### config.mk
export PLATFORM = sky130hd
export DESIGN_NAME = debug_gate
export DESIGN_NICKNAME = d
export VERILOG_FILES = /design/src/debug_gate.sv
export VERILOG_INCLUDE_DIRS = /design/src /design/src/src
export SDC_FILE = /design/constraint.sdc
export NUM_CORES = 1
export LEC_CHECK = 0
export BUFFER_PORTS_ARGS = -buffer_cell sky130_fd_sc_hd__buf_2
export CORE_AREA = 2 2 39 41
export CTS_CLUSTER_DIAMETER = 40
export DETAILED_ROUTE_END_ITERATION = 7
export DIE_AREA = 0 0 41 43
export SKIP_CTS_REPAIR_TIMING = 1
export SLEW_MARGIN = 20
export SYNTH_ARGS = -nofsm -noshare
export SYNTH_HDL_FRONTEND = slang
export SYNTH_SLANG_ARGS = --single-unit
### constraint.sdc
create_clock -name clk_i -period 1.95 [get_ports clk_i]
set_clock_uncertainty 0.2 [all_clocks]
set_input_delay 0.39 -clock clk_i [delete_from_list [all_inputs] [get_ports clk_i]]
set_output_delay 0.39 -clock clk_i [all_outputs]
set_load 0.03 [all_outputs]
### src/soc_settings.svh
/*
  Harness settings: bus widths, address map, memory sizes and reset/debug timing
*/

`ifndef SOC_SETTINGS_SVH
`define SOC_SETTINGS_SVH

// ----------------------------------------
// Bus widths
// ----------------------------------------
`define ADDR_W 32
`define DATA_W 64

// ----------------------------------------
// Address map
// ----------------------------------------
// Boot ROM, 16 words of 8 bytes
`define ROM_BASE  32'h0001_0000
`define ROM_WORDS 16
`define ROM_LEN   (`ROM_WORDS * (`DATA_W / 8))

// Main SRAM
`define SRAM_BASE  32'h8000_0000
`define SRAM_WORDS 256
`define SRAM_LEN   (`SRAM_WORDS * (`DATA_W / 8))

// ----------------------------------------
// Reset and debug timing
// ----------------------------------------
`define DEBUG_DELAY_CYCLES 20
`define RST_SYNC_STAGES    2

`endif
### src/debug_gate.sv
/*
  Debug request gate: holds off halt requests for a fixed window after
  power-on reset, then passes the enabled request through
*/

`timescale 1ns/1ps

`include "soc_settings.svh"

module debug_gate (
  input  logic clk_i,
  input  logic rst_ni,
  input  logic dm_halt_req_i,
  input  logic debug_en_i,
  output logic debug_req_o
);

  localparam int unsigned CNT_W = $clog2(`DEBUG_DELAY_CYCLES + 1);

  logic [CNT_W-1:0] cnt_q;
  logic             window_open;

  // Lets the core run boot code before it can be halted
  always_ff @(posedge clk_i or negedge rst_ni) begin
    if (!rst_ni) begin
      cnt_q <= CNT_W'(`DEBUG_DELAY_CYCLES);
    end else if (cnt_q != '0) begin
      cnt_q <= cnt_q - 1'b1;
    end
  end

  assign window_open = (cnt_q == '0);
  assign debug_req_o = window_open & debug_en_i & dm_halt_req_i;

endmodule

==> results of run 1 <==
cell usage after synthesis (all sizes together):
cell type	count	share of area
a21o	1	0.029
and3	1	0.024
dfrtp	3	0.29
dfstp	2	0.20
ha	2	0.095
inv	4	0.057
mux2i	1	0.038
nand2b	1	0.024
nand3	1	0.019
nor3	3	0.095
o211ai	1	0.029
o21ai	2	0.038
or3b	1	0.033
xnor2	1	0.033
final cells by class:
class,count,area [µm²],share of cell area
clock buffers,4,26.28,0.06709
inverters,4,15.01,0.03834
multi-input cells,15,151.4,0.3866
flip-flops and latches,5,127.6,0.3259
well taps,16,20.02,0.05112
repair buffers,7,51.30,0.1310
routing by layer:
metal / share of wire / up-vias / wire length (µm)
met5: 0 / - / 0
met4: 0 / 0 / 0
met3: 0.081 / 0 / 41
met2: 0.56 / 8 / 284
met1: 0.36 / 99 / 181
li1: - / 104 / -
cells by family after synthesis:
family,Yosys count,synth area share
AOI/OAI and AO/OA,4,0.09526
xor gates and xnor gates,1,0.03334
and+or+nand+nor,7,0.1952
DFF,5,0.4857
adders and majority gates,2,0.09522
buffers and inverters,4,0.05713
muxes,1,0.03810
worst reg2reg max path: cells and delay by family (launching register included):
family	cells	cell delay, ns
adders and majority gates	1	0.19
and+or+nand+nor	2	0.51
DFF	1	0.40
buffers and inverters	1	0.10
AOI/OAI and AO/OA	1	0.10
where the power goes:
part	switching [mW]	leakage [nW]	total (mW)	internal, mW
Combinational	0.00580	0.107	0.0127	0.00685
Sequential	0	0.0626	0.104	0.104
Clock	0.0387	0.0150	0.116	0.0771
stage by stage:
stage | instance area [µm²] | instances | TNS (ns)
2_1_floorplan | 262.8 | 24 | 0
6_report | 391.6 | 51 | -0.07878
4_1_cts | 336.6 | 49 | -0.1453
3_5_place_dp | 310.3 | 45 | 0
5_1_grt | 391.6 | 51 | -0.1636
3_3_place_gp | 310.3 | 45 | 0
worst max-delay path by stage:
stage / endpoint / slack (ns) / cells past startpoint
floorplan: debug_req_o / 0.08 / 5
global placement: debug_req_o / 0.13 / 6
detailed placement: debug_req_o / 0.12 / 6
CTS: debug_req_o / -0.15 / 6
global route: debug_req_o / -0.16 / 6
finish: debug_req_o / -0.08 / 6
==> impl_metrics.py, run 1 <==
metrics = {
    "timing": {
        "period_minus_slack_ns": 2.029,
        "fin_ws_ns": -0.07878,
        "rsz0062_at_grt": "yes",
        "hold_viol": 0,
        "drv_slew": 0,
        "final-setup-viol-count": 1,
        "holdWs_ns": 0.3036,
        "slew_headroom": 0.8301,
        "max_freq_mhz": 492.9,
        "worst_pin_slew_ns": 0.2530,
        "fin_crit_sh": 1.040,
    },
    "clocking": {
        "cts_tree": "yes",
        "ctsHtreeMaxLevel": 1,
        "cts_buffers": 3,
        "clkTransAtPathRegs_ns": 0.04,
        "numClockSinks": 5,
        "root_buffer": "clkbuf_4",
        "clkLatencyLatePin_ns": 0.24,
        "clk_path_buf_depth": 2,
    },
    "route": {
        "first_iter_violations": 1,
        "wl_per_cell_um": 9.941,
        "wl_um": 507,
        "num_vias": 211,
        "drc": 0,
        "viasPerCell": 4.137,
        "dr.pass1.iters": 3,
        "final_antenna_net_count": 0,
    },
    "synth": {
        "synth-seq-cells": 5,
        "synth_warnings": 0,
        "yosysUniqueCellTypes": 15,
        "synth.avg_cell_area_um2": 10.95,
        "synth_area_um2": 262.8,
        "synth_nets": 30,
        "syn_inst": 24,
        "ys_seq_area_frac": 0.4857,
    },
    "worst_setup_path": {
        "crit_slowest_cell": "dfrtp_1",
        "crit_path_max_incr_delay_ns": 0.40,
        "crit_chain": "inv_2 -> ha_4 -> nand2b_4 -> nor3_4 -> and3_4 -> buf_6",
        "crit_family": "simple AND/OR/NAND/NOR gates",
        "setup.worst_path.end_class": "output pin",
        "critical_path_class": "reg -> out",
        "path_buf_inv": 2,
        "required_ns": 1.36,
        "r2r_slack_ns": 0.40,
        "ff2ff_path_depth": 5,
        "worstSetupStartpointType": "flop",
        "arrival_ns": 1.44,
        "startpoint": "cnt_q[0]",
        "r2r-start": "cnt_q[0]",
        "r2r-end": "cnt_q[4]",
        "crit_fanout": 3,
    },
    "final_layout": {
        "reg_top3": "cnt_q: 5 flops",
        "largest_reg_flops": 5,
        "layout_common_cells": "clkbuf_4 (3), dfrtp_1 (3), buf_2 (3)",
        "final_core_util": 0.2830,
        "num-nets-final": 42,
        "regMostFlops": "cnt_q",
        "fillers": 144,
        "diodes": 0,
        "area_delta_synth_final_pct": 49.05,
        "drive_above_1_share": 0.5143,
    },
    "run_status": {
        "violations": "setup timing",
        "status": "finished with violations",
    },
    "global_route": {
        "grt.met2_usage": 0.07500,
        "grt_max_degree": 6,
        "use_met1": 0.07213,
        "overflow": 0,
        "grt_pass1_wl_um": 683,
        "use_met3": 0.06806,
        "first_global_vias": 176,
        "antenna_found_initial": 0,
        "globalRoute.busiestLayer": "met2",
        "grt.total_usage": 0.05960,
    },
    "power_and_ir_drop": {
        "power_density_nw_per_um2": 594.7,
        "power.total_uw": 232.9,
        "p_leak_nw": 0.1848,
        "max-vdd-ir-drop_uv": 415.7,
    },
    "placement": {
        "port_buffers": 4,
        "routabilityCongestion": 0.6665,
        "dp_worst_setup_slack_ns": 0.1199,
        "dp_hpwl_um": 300.6,
    },
    "floorplanning": {
        "die_y_um": 43,
        "die-area_um2": 1763,
        "num_rows": 14,
        "start_util": 0.1899,
        "fp.coreArea_um2": 1384,
        "io_pins": 5,
        "die_w_um": 41,
    },
    "hold_path": {
        "hp-class": "in -> async",
    },
    "job": {
        "cap_viol_max_count": 0,
    },
}
No activity file was read; power rests on OpenSTA's default activity.
==> run 2, diff against run 1 <==
Settings changed: ABC_AREA set to 1.
==> impl_metrics.py, run 2 <==
metrics = {
    "synth": {
        "synth_warnings": 0,
        "synth_nets": 43,
        "synthTopCellsByArea": "dfrtp_1 (24%), dfstp_2 (17%), inv_1 (8.5%), ha_1 (8.1%), nor2_4 (7.3%)",
        "synth-compound-area-share": 0.06048,
        "ys_seq_area_frac": 0.4113,
        "syn_inst": 37,
        "synthMuxAreaShare": 0,
        "synth_top_family_by_area": "simple AND/OR/NAND/NOR gates",
        "yosysUniqueCellTypes": 13,
        "synth_top_area_frac": 0.2419,
        "synth_xor_xnor_area_share": 0,
        "synth_common_cells": "inv_1 (7), nand2_1 (5), nand3_1 (4), nor2_1 (4), dfrtp_1 (3)",
        "synth.avg_cell_area_um2": 8.386,
        "synth_most_common_cell": "inv_1",
        "async_reset_ff_frac": 1.000,
        "synth_area_um2": 310.3,
        "synth_top_flop_cell": "dfrtp_1",
        "synth-seq-cells": 5,
        "synth_top_area_cell": "dfrtp_1",
        "synth-simple-area-share": 0.3629,
        "synth-edff-count": 0,
        "synth_fa_ha_area_frac": 0.08065,
    },
    "timing": {
        "max_freq_mhz": 518.7,
        "worst_pin_slew_ns": 0.1658,
        "setup_tns_ns": 0,
        "fin_ws_ns": 0.02204,
        "drv_slew": 0,
        "period_minus_slack_ns": 1.928,
        "hold_viol": 0,
        "final-setup-viol-count": 0,
        "holdWs_ns": 0.2972,
        "rsz0062_at_grt": "yes",
        "fin_crit_sh": 0.9887,
        "slew_headroom": 0.8892,
    },
    "clocking": {
        "cts_tree": "yes",
        "clkLatencyLatePin_ns": 0.24,
        "root_buffer": "clkbuf_4",
        "clk_path_buf_depth": 2,
        "clkTransAtPathRegs_ns": 0.04,
        "ctsHtreeMaxLevel": 1,
        "cts_buffers": 3,
        "numClockSinks": 5,
    },
    "floorplanning": {
        "fp.coreArea_um2": 1384,
        "start_util": 0.2242,
        "die_w_um": 41,
        "die_y_um": 43,
        "die-area_um2": 1763,
        "io_pins": 5,
        "num_rows": 14,
    },
    "route": {
        "first_iter_violations": 4,
        "wl_um": 545,
        "viasPerCell": 3.743,
        "wl_per_cell_um": 7.786,
        "num_vias": 262,
        "dr.pass1.iters": 3,
        "drc": 0,
        "final_antenna_net_count": 0,
    },
    "final_layout": {
        "reg_top3": "cnt_q: 5 flops",
        "diodes": 0,
        "final_common_cell": "buf_4",
        "regMostFlops": "cnt_q",
        "final_core_util": 0.3327,
        "area_delta_synth_final_pct": 48.39,
        "drive_above_1_share": 0.5370,
        "largest_reg_flops": 5,
        "num-nets-final": 61,
        "layout_common_cells": "buf_4 (8), nand2_1 (5), nand3_1 (4), inv_1 (4)",
        "stdcell_area_um2": 460.4,
    },
    "power_and_ir_drop": {
        "max-vdd-ir-drop_uv": 270.2,
        "p_leak_nw": 0.2350,
        "power_density_nw_per_um2": 500.7,
    },
    "worst_setup_path": {
        "required_ns": 1.36,
        "setup.worst_path.end_class": "output pin",
        "crit_family": "flip-flops",
        "r2r_slack_ns": 0.50,
        "crit_path_max_incr_delay_ns": 0.38,
        "worstSetupStartpointType": "flop",
        "path_buf_inv": 3,
        "crit_fanout": 6,
        "crit_chain": "inv_2 -> ha_1 -> inv_2 -> nor2_4 -> nand2_4 -> nor2_4 -> buf_6",
        "r2r-start": "cnt_q[0]",
        "startpoint": "cnt_q[0]",
        "arrival_ns": 1.34,
        "critical_path_class": "reg -> out",
        "crit_slowest_cell": "dfrtp_1",
    },
    "global_route": {
        "overflow": 0,
        "grt_max_degree": 7,
        "first_global_vias": 207,
        "grt_pass1_wl_um": 841,
        "antenna_found_initial": 0,
        "grt.total_usage": 0.07692,
    },
    "hold_path": {
        "hp-class": "in -> async",
    },
    "placement": {
        "place_area_um2": 350.3,
        "routabilityCongestion": 0.8247,
        "dp_worst_setup_slack_ns": 0.1523,
        "dp_hpwl_um": 364.7,
        "port_buffers": 4,
    },
    "job": {
        "cap_viol_max_count": 0,
    },
    "run_status": {
        "status": "finished clean",
    },
}
==> run 2: changes by cell type in the layout (fill, tap and decap cells not counted), sizes merged, moves of 2 or more <==
cell	before	now
a21oi	0	2
buf	6	12
inv	4	7
nand2	0	8
nor3	3	0
nand3	1	4
nor2	0	8
==> run 2: path summary, 6_finish.rpt <==
path,end,cells past startpoint
min in group clk_i,cnt_q[0],2
min,cnt_q[3],2
max reg2reg,cnt_q[1],8
max in group asynchronous,cnt_q[4],2
max,debug_req_o,7
min reg2reg,cnt_q[0],2
==> run 2: layout make-up <==
type	instances	area [µm²]
inverter	7	26.28
timing repair buffer	13	96.34
sequential	5	127.6
fill	149	923.4
clock buffer	4	26.28
tap	16	20.02
multi-input combinational	25	163.9
==> run 2: per-layer routing <==
metal / vias to the layer above / share of wire / global-route usage
li1: 146 / - / -
met3: 0 / 0 / 0.03141
met4: 0 / 0 / 0.08000
met2: 1 / 0.51 / 0.08125
met1: 115 / 0.49 / 0.1056
met5: - / 0 / 0
==> run 2: worst reg2reg max path: cells and delay by family (launching register included) <==
kind	cells	cell delay, ns
buffers and inverters	3	0.26
DFF	1	0.38
adders and majority gates	1	0.15
and+or+nand+nor	4	0.34
==> run 2: per-stage QoR <==
stage	std cells	total power [mW]
floorplan	37	0.1089
global placement	57	0.1143
detailed placement	57	0.1143
CTS	61	0.2339
global route	70	0.2444
finish	70	0.2306
==> run 2: logic make-up (layout without fill, tap and decap cells) <==
kind of cell,after synthesis,in the layout
AO/OA/AOI/OAI,3,3
adder cells (fa/ha/maj),2,2
buffers and inverters,7,24
flip-flops,5,5
AND/OR/NAND/NOR,20,20
==> run 2: where the power goes <==
| part | switching (mW) | internal (mW) | total, mW |
|---|---|---|---|
| Sequential | 0 | 0.104 | 0.104 |
| Combinational | 0.00615 | 0.00662 | 0.0128 |
| Clock | 0.0364 | 0.0770 | 0.113 |
