### config.mk
export PLATFORM = sky130hd
export DESIGN_NAME = bus_fabric
export DESIGN_NICKNAME = d
export VERILOG_FILES = /design/src/soc_map_pkg.sv /design/src/bus_pkg.sv /design/src/bus_fabric.sv
export VERILOG_INCLUDE_DIRS = /design/src /design/src/src
export SDC_FILE = /design/constraint.sdc
export NUM_CORES = 1
export LEC_CHECK = 0
export BUFFER_PORTS_ARGS = -buffer_cell sky130_fd_sc_hd__buf_2
export CAP_MARGIN = 10
export CORE_AREA = 2 2 152 154
export DETAILED_ROUTE_END_ITERATION = 8
export DIE_AREA = 0 0 154 156
export PLACE_DENSITY_LB_ADDON = 0.3
export SYNTH_ARGS = -nofsm -noshare
export SYNTH_HDL_FRONTEND = slang
export SYNTH_SLANG_ARGS = --single-unit
### constraint.sdc
create_clock -name clk_i -period 3 [get_ports clk_i]
set_clock_uncertainty 0.05 [all_clocks]
set_input_delay 0.15 -clock clk_i [delete_from_list [all_inputs] [get_ports clk_i]]
set_output_delay 0.15 -clock clk_i [all_outputs]
set_load 0.005 [all_outputs]
### src/soc_settings.svh
/*
  Harness settings: bus widths, address map, memory sizes and reset/debug timing
*/

`ifndef SOC_SETTINGS_SVH
`define SOC_SETTINGS_SVH

// ----------------------------------------
// Bus widths
// ----------------------------------------
`define ADDR_W 32
`define DATA_W 64

// ----------------------------------------
// Address map
// ----------------------------------------
// Boot ROM, 16 words of 8 bytes
`define ROM_BASE  32'h0001_0000
`define ROM_WORDS 16
`define ROM_LEN   (`ROM_WORDS * (`DATA_W / 8))

// Main SRAM
`define SRAM_BASE  32'h8000_0000
`define SRAM_WORDS 256
`define SRAM_LEN   (`SRAM_WORDS * (`DATA_W / 8))

// ----------------------------------------
// Reset and debug timing
// ----------------------------------------
`define DEBUG_DELAY_CYCLES 20
`define RST_SYNC_STAGES    2

`endif
### src/soc_map_pkg.sv
/*
  Memory map types: the region a bus address decodes to
*/

`include "soc_settings.svh"

package soc_map_pkg;

  // NONE is the default target and answers with an error
  typedef enum logic [1:0] {
    ROM  = 2'd0,
    SRAM = 2'd1,
    NONE = 2'd2
  } region_e;

endpackage

### src/bus_pkg.sv
/*
  Bus payload types: the 64-bit data word and its byte enables
*/

`include "soc_settings.svh"

package bus_pkg;

  // Word seen whole by the fabric, lane by lane by the SRAM merge
  typedef union packed {
    logic [`DATA_W-1:0]          word;
    logic [`DATA_W/8-1:0][7:0]   lanes;
  } data_word_t;

  // One enable bit per byte lane
  typedef logic [`DATA_W/8-1:0] byte_en_t;

endpackage

### src/bus_fabric.sv
/*
  Single-master fabric: decodes each request to ROM, SRAM or the error target
  and returns a registered response one cycle later
*/

`timescale 1ns/1ps

`include "soc_settings.svh"

module bus_fabric (
  input  logic                             clk_i,
  input  logic                             rst_ni,
  input  logic                             req_i,
  input  logic                             we_i,
  input  logic [`ADDR_W-1:0]               addr_i,
  input  bus_pkg::byte_en_t                be_i,
  input  bus_pkg::data_word_t              wdata_i,
  input  bus_pkg::data_word_t              rom_rdata_i,
  input  bus_pkg::data_word_t              sram_rdata_i,
  output logic                             rom_req_o,
  output logic [$clog2(`ROM_WORDS)-1:0]    rom_index_o,
  output logic                             sram_req_o,
  output logic                             sram_we_o,
  output logic [$clog2(`SRAM_WORDS)-1:0]   sram_index_o,
  output bus_pkg::byte_en_t                sram_be_o,
  output bus_pkg::data_word_t              sram_wdata_o,
  output logic                             rvalid_o,
  output bus_pkg::data_word_t              rdata_o,
  output logic                             err_o
);

  localparam int unsigned OFF_W       = $clog2(`DATA_W / 8);
  localparam int unsigned ROM_IDX_W   = $clog2(`ROM_WORDS);
  localparam int unsigned SRAM_IDX_W  = $clog2(`SRAM_WORDS);
  localparam logic [`ADDR_W-1:0] ROM_BASE  = `ADDR_W'(`ROM_BASE);
  localparam logic [`ADDR_W-1:0] ROM_END   = `ADDR_W'(`ROM_BASE + `ROM_LEN);
  localparam logic [`ADDR_W-1:0] SRAM_BASE = `ADDR_W'(`SRAM_BASE);
  localparam logic [`ADDR_W-1:0] SRAM_END  = `ADDR_W'(`SRAM_BASE + `SRAM_LEN);

  soc_map_pkg::region_e region;
  soc_map_pkg::region_e src_d;
  soc_map_pkg::region_e src_q;
  logic                 err_d;
  logic                 err_q;
  logic                 rvalid_q;

  // ----------------------------------------
  // Request decode
  // ----------------------------------------
  always_comb begin
    region = soc_map_pkg::NONE;
    if (addr_i >= ROM_BASE && addr_i < ROM_END) begin
      region = soc_map_pkg::ROM;
    end else if (addr_i >= SRAM_BASE && addr_i < SRAM_END) begin
      region = soc_map_pkg::SRAM;
    end
  end

  // Word index inside the region, byte offset dropped
  assign rom_index_o  = ROM_IDX_W'((addr_i - ROM_BASE) >> OFF_W);
  assign sram_index_o = SRAM_IDX_W'((addr_i - SRAM_BASE) >> OFF_W);

  // ROM is read only, so a write never reaches it
  assign rom_req_o    = req_i & ~we_i & (region == soc_map_pkg::ROM);
  assign sram_req_o   = req_i & (region == soc_map_pkg::SRAM);
  assign sram_we_o    = we_i;
  assign sram_be_o    = be_i;
  assign sram_wdata_o = wdata_i;

  assign err_d = (region == soc_map_pkg::NONE) | (we_i & (region == soc_map_pkg::ROM));

  // Source of the returning data; writes and errors come back as zero
  assign src_d = (we_i || err_d) ? soc_map_pkg::NONE : region;

  // ----------------------------------------
  // Response stage
  // ----------------------------------------
  always_ff @(posedge clk_i or negedge rst_ni) begin
    if (!rst_ni) begin
      rvalid_q <= 1'b0;
      err_q    <= 1'b0;
      src_q    <= soc_map_pkg::NONE;
    end else begin
      rvalid_q <= req_i;
      err_q    <= req_i & err_d;
      src_q    <= req_i ? src_d : soc_map_pkg::NONE;
    end
  end

  always_comb begin
    case (src_q)
      soc_map_pkg::ROM:  rdata_o = rom_rdata_i;
      soc_map_pkg::SRAM: rdata_o = sram_rdata_i;
      default:           rdata_o = '0;
    endcase
  end

  assign rvalid_o = rvalid_q;
  assign err_o    = err_q;

endmodule

==> run_results.csv, run 1 <==
group,metric,value,unit
route,wl_met1,2300,µm
worst_setup_path,critical_path_class,"register to output port",
yosys,yosys.area_share.adder,0,%
route,wl_met3,1180,µm
grt,antenna_found_initial,1,
power,clkPwrFrac,51.7,%
status,status,"finished, final reports clean",
yosys,synth_simple_gate_area_share,19.2,%
timing,rsz0062_at_grt,"no",
route,top_layer,"met4",
worst_setup_path,cp_data_arrival_time,1.79,ns
power,powerDensity,150,nW/µm²
worst_setup_path,cp-end-kind,"output port",
floorplanning,initial_core_util,8.17,%
clocking,cts-root-buf,"clkbuf_16",
route,vias,2108,
clocking,cts_tree,"yes",
timing,period_share,66.4,%
floorplanning,core,22400,µm²
worst_setup_path,cp.depth,4,
route,drt-initial-drc-count,111,
yosys,synth_top_cell_by_area,"buf_4",
place,port_buffers,229,
yosys,synth_top_family_by_area,"buffers and inverters",
worst_setup_path,slowest_delay,0.79,ns
timing,fin_setup_tns,0,ns
floorplanning,die_w,154,µm
grt,first_global_vias,1927,
yosys,yosys-top-cells-area,"buf_4, mux2i_1, nor2_1",
route,drt-total-wl,7590,µm
clocking,cts_buffer_depth,2,
timing,fmax,502,MHz
floorplanning,io_pins,389,
worst_setup_path,cp-start-kind,"register",
place,gp_congestion,0.670,
yosys,synthCells,250,
yosys,yosysSeqAreaShare,5.54,%
place,hpwl,6410,µm
worst_setup_path,path_delay_family,"flip-flops",
yosys,synth_compound_area_share,0.958,%
yosys,ys_seq_elements,4,
timing,timing.hold.ws,0.0259,ns
place,postPlaceCellArea,2680,µm²
grt,grt_max_degree,40,
clocking,clk_pin_slew,0.03,ns
timing,slew_viol_final,0,
grt,grt_first_pass_wirelength,10200,µm
yosys,synth_mux_area_share,35.0,%
worst_setup_path,cp_slowest_cell,"dfrtp_4",
grt,grt_overflow,0,
power,vdd_drop_max,298,µV
yosys,yosysTopAreaCellShare,37.4,%
yosys,synth_area,1830,µm²
power,p_leak,1.38,nW
worst_setup_path,worstSetupStartpoint,"src_q[0]",
power,p_sw_share,21.6,%
clocking,clock-sinks,4,
yosys,synthTopCellsByCount,"buf_4, nor2_1, mux2i_1, clkbuf_1",
route,wl_per_cell,11.2,µm
power,comb_power_share,34.8,%
yosys,synth_xor_area_share,0,%
floorplanning,die-area,24000,µm²
floorplanning,fp.dieH,156,µm
yosys,synth_area_per_cell,7.31,µm²
run,drv_cap,0,
timing,setup_violations,0,
yosys,synth_top_flop_cell,"dfrtp_1",
yosys,synth_cell_types,19,
layout,drive_above_1_share,61.9,%
timing,maxSlewHeadroom,58.8,%
clocking,numCtsBuffers,3,
layout,final_area,2770,µm²
power,p_int,0.000325,W
layout,syn2layout_area_growth,51.5,%
layout,fill_cells,2617,
clocking,h-tree-depth,1,
worst_setup_path,cp-endpoint,"rdata_o[15]",
floorplanning,rows,55,
yosys,yosysWarnings,0,
route,via_per_inst,3.11,
worst_setup_path,timing.critical_path.required,2.80,ns
worst_setup_path,critPathBufInv,2,
min_path,min_path_type,"primary input to register",
route,firstDrtPassIters,3,
route,drc,0,
layout,fin_nets,628,
worst_setup_path,crit_chain,"buf_4 > mux2i_1 > nor2_1 > buf_2",
timing,period_needed,1.99,ns
yosys,syn_nets,486,
yosys,async_reset_ff_share,100,%
worst_setup_path,cp_max_fo,33,
route,wl_met2,3780,µm
timing,finalHoldViolCount,0,
timing,worst-slew-pin-transition,0.617,ns
route,ant_nets,0,
yosys,synth-edff-count,0,
power,p_sw,0.0000894,W
yosys,synth.most_common_cell,"buf_4",
power,seqPwrFrac,13.5,%
grt,grt_usage,5.39,%
cells by family after synthesis:
kind of cell    after synthesis
compound gates                2
buf+inv                     100
flops                         4
mux                          64
simple gates                 80
what timing repair did:
action,CTS,global route
setup buffers,0,0
resized for setup,0,0
hold endpoints to repair,4,0
hold buffers,1,0
how the worst min path moves through the flow:
stage	cells past startpoint	endpoint	slack, ns	startpoint
final	1	rvalid_o	0.03	req_i
after global routing	1	rvalid_o	0.02	req_i
after CTS	1	rvalid_o	0.02	req_i
after detailed placement	1	err_o	-0.09	rst_ni
after global placement	1	err_o	-0.09	rst_ni
after floorplan	0	err_o	-0.20	rst_ni
cell usage in the layout (no fill, tap or decap), types with 2 or more instances in the layout:
cell	count
nor4_1	3
buf_2	229
buf_4	5
dfrtp_1	2
nor2_1	67
mux2i_1	64
nor3_1	2
nand2_1	2
clkbuf_16	3
cell type report:
type                       count  area [µm²]  area share, %
antenna                        1        2.50         0.0904
clock buffer                   4        78.8           2.85
inverter                       1        3.75          0.136
timing repair buffer         236        1210           43.8
multi-input combinational    146        1010           36.4
sequential                     4         105           3.80
tap                          285         357           12.9
power by group through the flow:
stage / registers, W / logic, W / clock network (W)
after global placement: 0.0000566 / 0.000141 / 0
after detailed placement: 0.0000566 / 0.000144 / 0
final: 0.0000560 / 0.000144 / 0.000214
after global routing: 0.0000561 / 0.000159 / 0.000222
after CTS: 0.0000560 / 0.000146 / 0.000220
after floorplan: 0.0000569 / 0.000123 / 0
flip-flops by register name, indices dropped and copies added, names as in the netlist:
register	count
src_q	2
rvalid_o	1
err_o	1
per-layer routing:
layer,vias up,track usage [%]
li1,1024,-
met1,859,4.59
met2,184,10.3
met3,41,2.64
met4,0,2.85
met5,-,0
metrics by stage:
| stage | cells | worst slack, ns | util (%) | power (W) |
|---|---|---|---|---|
| 5_1_grt | 676 | 0.879 | 12.4 | 0.000437 |
| 3_3_place_gp | 671 | 1.15 | 12.0 | 0.000198 |
| 2_1_floorplan | 250 | 1.67 | - | 0.000180 |
| 3_5_place_dp | 671 | 1.18 | 12.0 | 0.000201 |
| 4_1_cts | 676 | 0.939 | 12.4 | 0.000423 |
| 6_report | 677 | 1.01 | 12.4 | 0.000414 |
No activity file was read; power rests on OpenSTA's default activity.
==> run 2, diff against run 1 <==
- CORE_AREA: 2 2 152 154 -> 2 2 149 151
- DIE_AREA: 0 0 154 156 -> 0 0 151 153
- clock period: 3 -> 1.9 ns (I/O delays scaled with it)
==> run_results.csv, run 2 (synthesis gave the netlist of run 1 again) <==
group,metric,value,unit
route,firstDrtPassIters,4,
floorplanning,rows,54,
timing,period_share,85.1,%
power,seqPwrFrac,13.5,%
power,p_leak,1.38,nW
place,postPlaceCellArea,2670,µm²
worst_setup_path,cp_data_arrival_time,1.47,ns
route,ant_nets,0,
worst_setup_path,cp-start-kind,"register",
timing,finalHoldViolCount,0,
route,via_per_inst,3.15,
worst_setup_path,crit_chain,"buf_12 > mux2i_1 > nor2_1 > buf_2",
worst_setup_path,cp-end-kind,"output port",
clocking,cts_setup_buffers,0,
timing,fmax,618,MHz
floorplanning,die-area,23100,µm²
route,drt-initial-drc-count,15,
power,clkPwrFrac,51.3,%
timing,timing.hold.ws,0.0473,ns
layout,final_common_cell,"buf_2",
grt,antenna_found_initial,0,
clocking,cts_tree,"yes",
grt,first_global_vias,2043,
grt,grt_usage,5.98,%
worst_setup_path,cp_slowest_cell,"dfrtp_4",
clocking,clock-sinks,4,
worst_setup_path,slowest_delay,0.41,ns
worst_setup_path,critPathBufInv,2,
power,comb_power_share,35.2,%
timing,rsz0062_at_grt,"no",
worst_setup_path,timing.critical_path.required,1.75,ns
floorplanning,core,21500,µm²
layout,largest_reg_flops,2,
clocking,clk_pin_slew,0.03,ns
power,powerDensity,241,nW/µm²
floorplanning,fp.dieH,153,µm
timing,period_needed,1.62,ns
layout,final_area,2770,µm²
run,drv_cap,0,
grt,grt_overflow,0,
power,total_power,0.000666,W
clocking,cts_buffer_depth,2,
power,vdd_drop_max,520,µV
floorplanning,die_w,151,µm
layout,final_cell_mix,"buf_2, nor2_1, mux2i_1, nor4_1, clkbuf_16",
timing,maxSlewHeadroom,74.3,%
worst_setup_path,cp_max_fo,48,
layout,antennaDiodeCount,0,
clocking,cts-root-buf,"clkbuf_16",
status,status,"finished, final reports clean",
timing,fin_setup_tns,0,ns
layout,fill_cells,2525,
layout,regMostFlops,"src_q",
layout,syn2layout_area_growth,51.4,%
place,port_buffers,229,
power,p_sw,0.000151,W
place,hpwl,7080,µm
layout,seq_area,105,µm²
place,gp_congestion,0.669,
power,p_sw_share,22.6,%
grt,grt_first_pass_wirelength,10600,µm
route,drt-total-wl,7980,µm
route,vias,2113,
power,p_int,0.000515,W
grt,grt_max_degree,49,
route,drc,0,
worst_setup_path,path_delay_family,"flip-flops",
worst_setup_path,critical_path_class,"register to output port",
route,wl_per_cell,11.9,µm
timing,setup_violations,0,
clocking,h-tree-depth,1,
timing,worst-slew-pin-transition,0.380,ns
floorplanning,io_pins,389,
floorplanning,initial_core_util,8.51,%
clocking,numCtsBuffers,3,
layout,drive_above_1_share,61.5,%
layout,multi_input_area,1010,µm²
min_path,min_path_type,"primary input to register",
layout,fin_nets,627,
timing,slew_viol_final,0,
==> run 2: layout make-up <==
class | instances | area share (%)
sequential | 4 | 3.80
timing repair buffer | 235 | 44.1
multi-input combinational | 146 | 36.4
tap | 280 | 12.7
clock buffer | 4 | 2.85
inverter | 1 | 0.136
==> run 2: final timing paths <==
kind,start,endpoint,cells after the start
setup / recovery,src_q[0],rdata_o[11],4
hold / removal,we_i,src_q[0],2
min in group asynchronous,rst_ni,err_o,2
max in group asynchronous,rst_ni,src_q[1],2
==> run 2: metal layers <==
metal / track usage, % / wire length [µm]
met1: 4.72 / 2440
met2: 12.4 / 3990
met3: 1.88 / 1190
met4: 3.34 / 360
met5: 0 / 0
==> run 2: repair_timing <==
item | CTS | global route
gates resized for setup | 0 | 0
endpoints found under the hold margin | 5 | 0
hold buffers | 2 | 0
==> run 2: power groups by stage <==
stage	Combinational (W)	Sequential, W	Clock [W]
after CTS	0.000239	0.0000898	0.000347
after global routing	0.000262	0.0000901	0.000353
after global placement	0.000231	0.0000907	0
after floorplan	0.000194	0.0000898	0
after detailed placement	0.000235	0.0000908	0
final	0.000234	0.0000897	0.000342
==> run 2: through the flow <==
step                      std cells  worst slack (ns)  utilization, %
after floorplan                 250             0.630               -
after global placement          664             0.491            12.4
after detailed placement        664             0.504            12.4
after CTS                       670             0.264            12.9
after global routing            670             0.198            12.9
final                           670             0.283            12.9
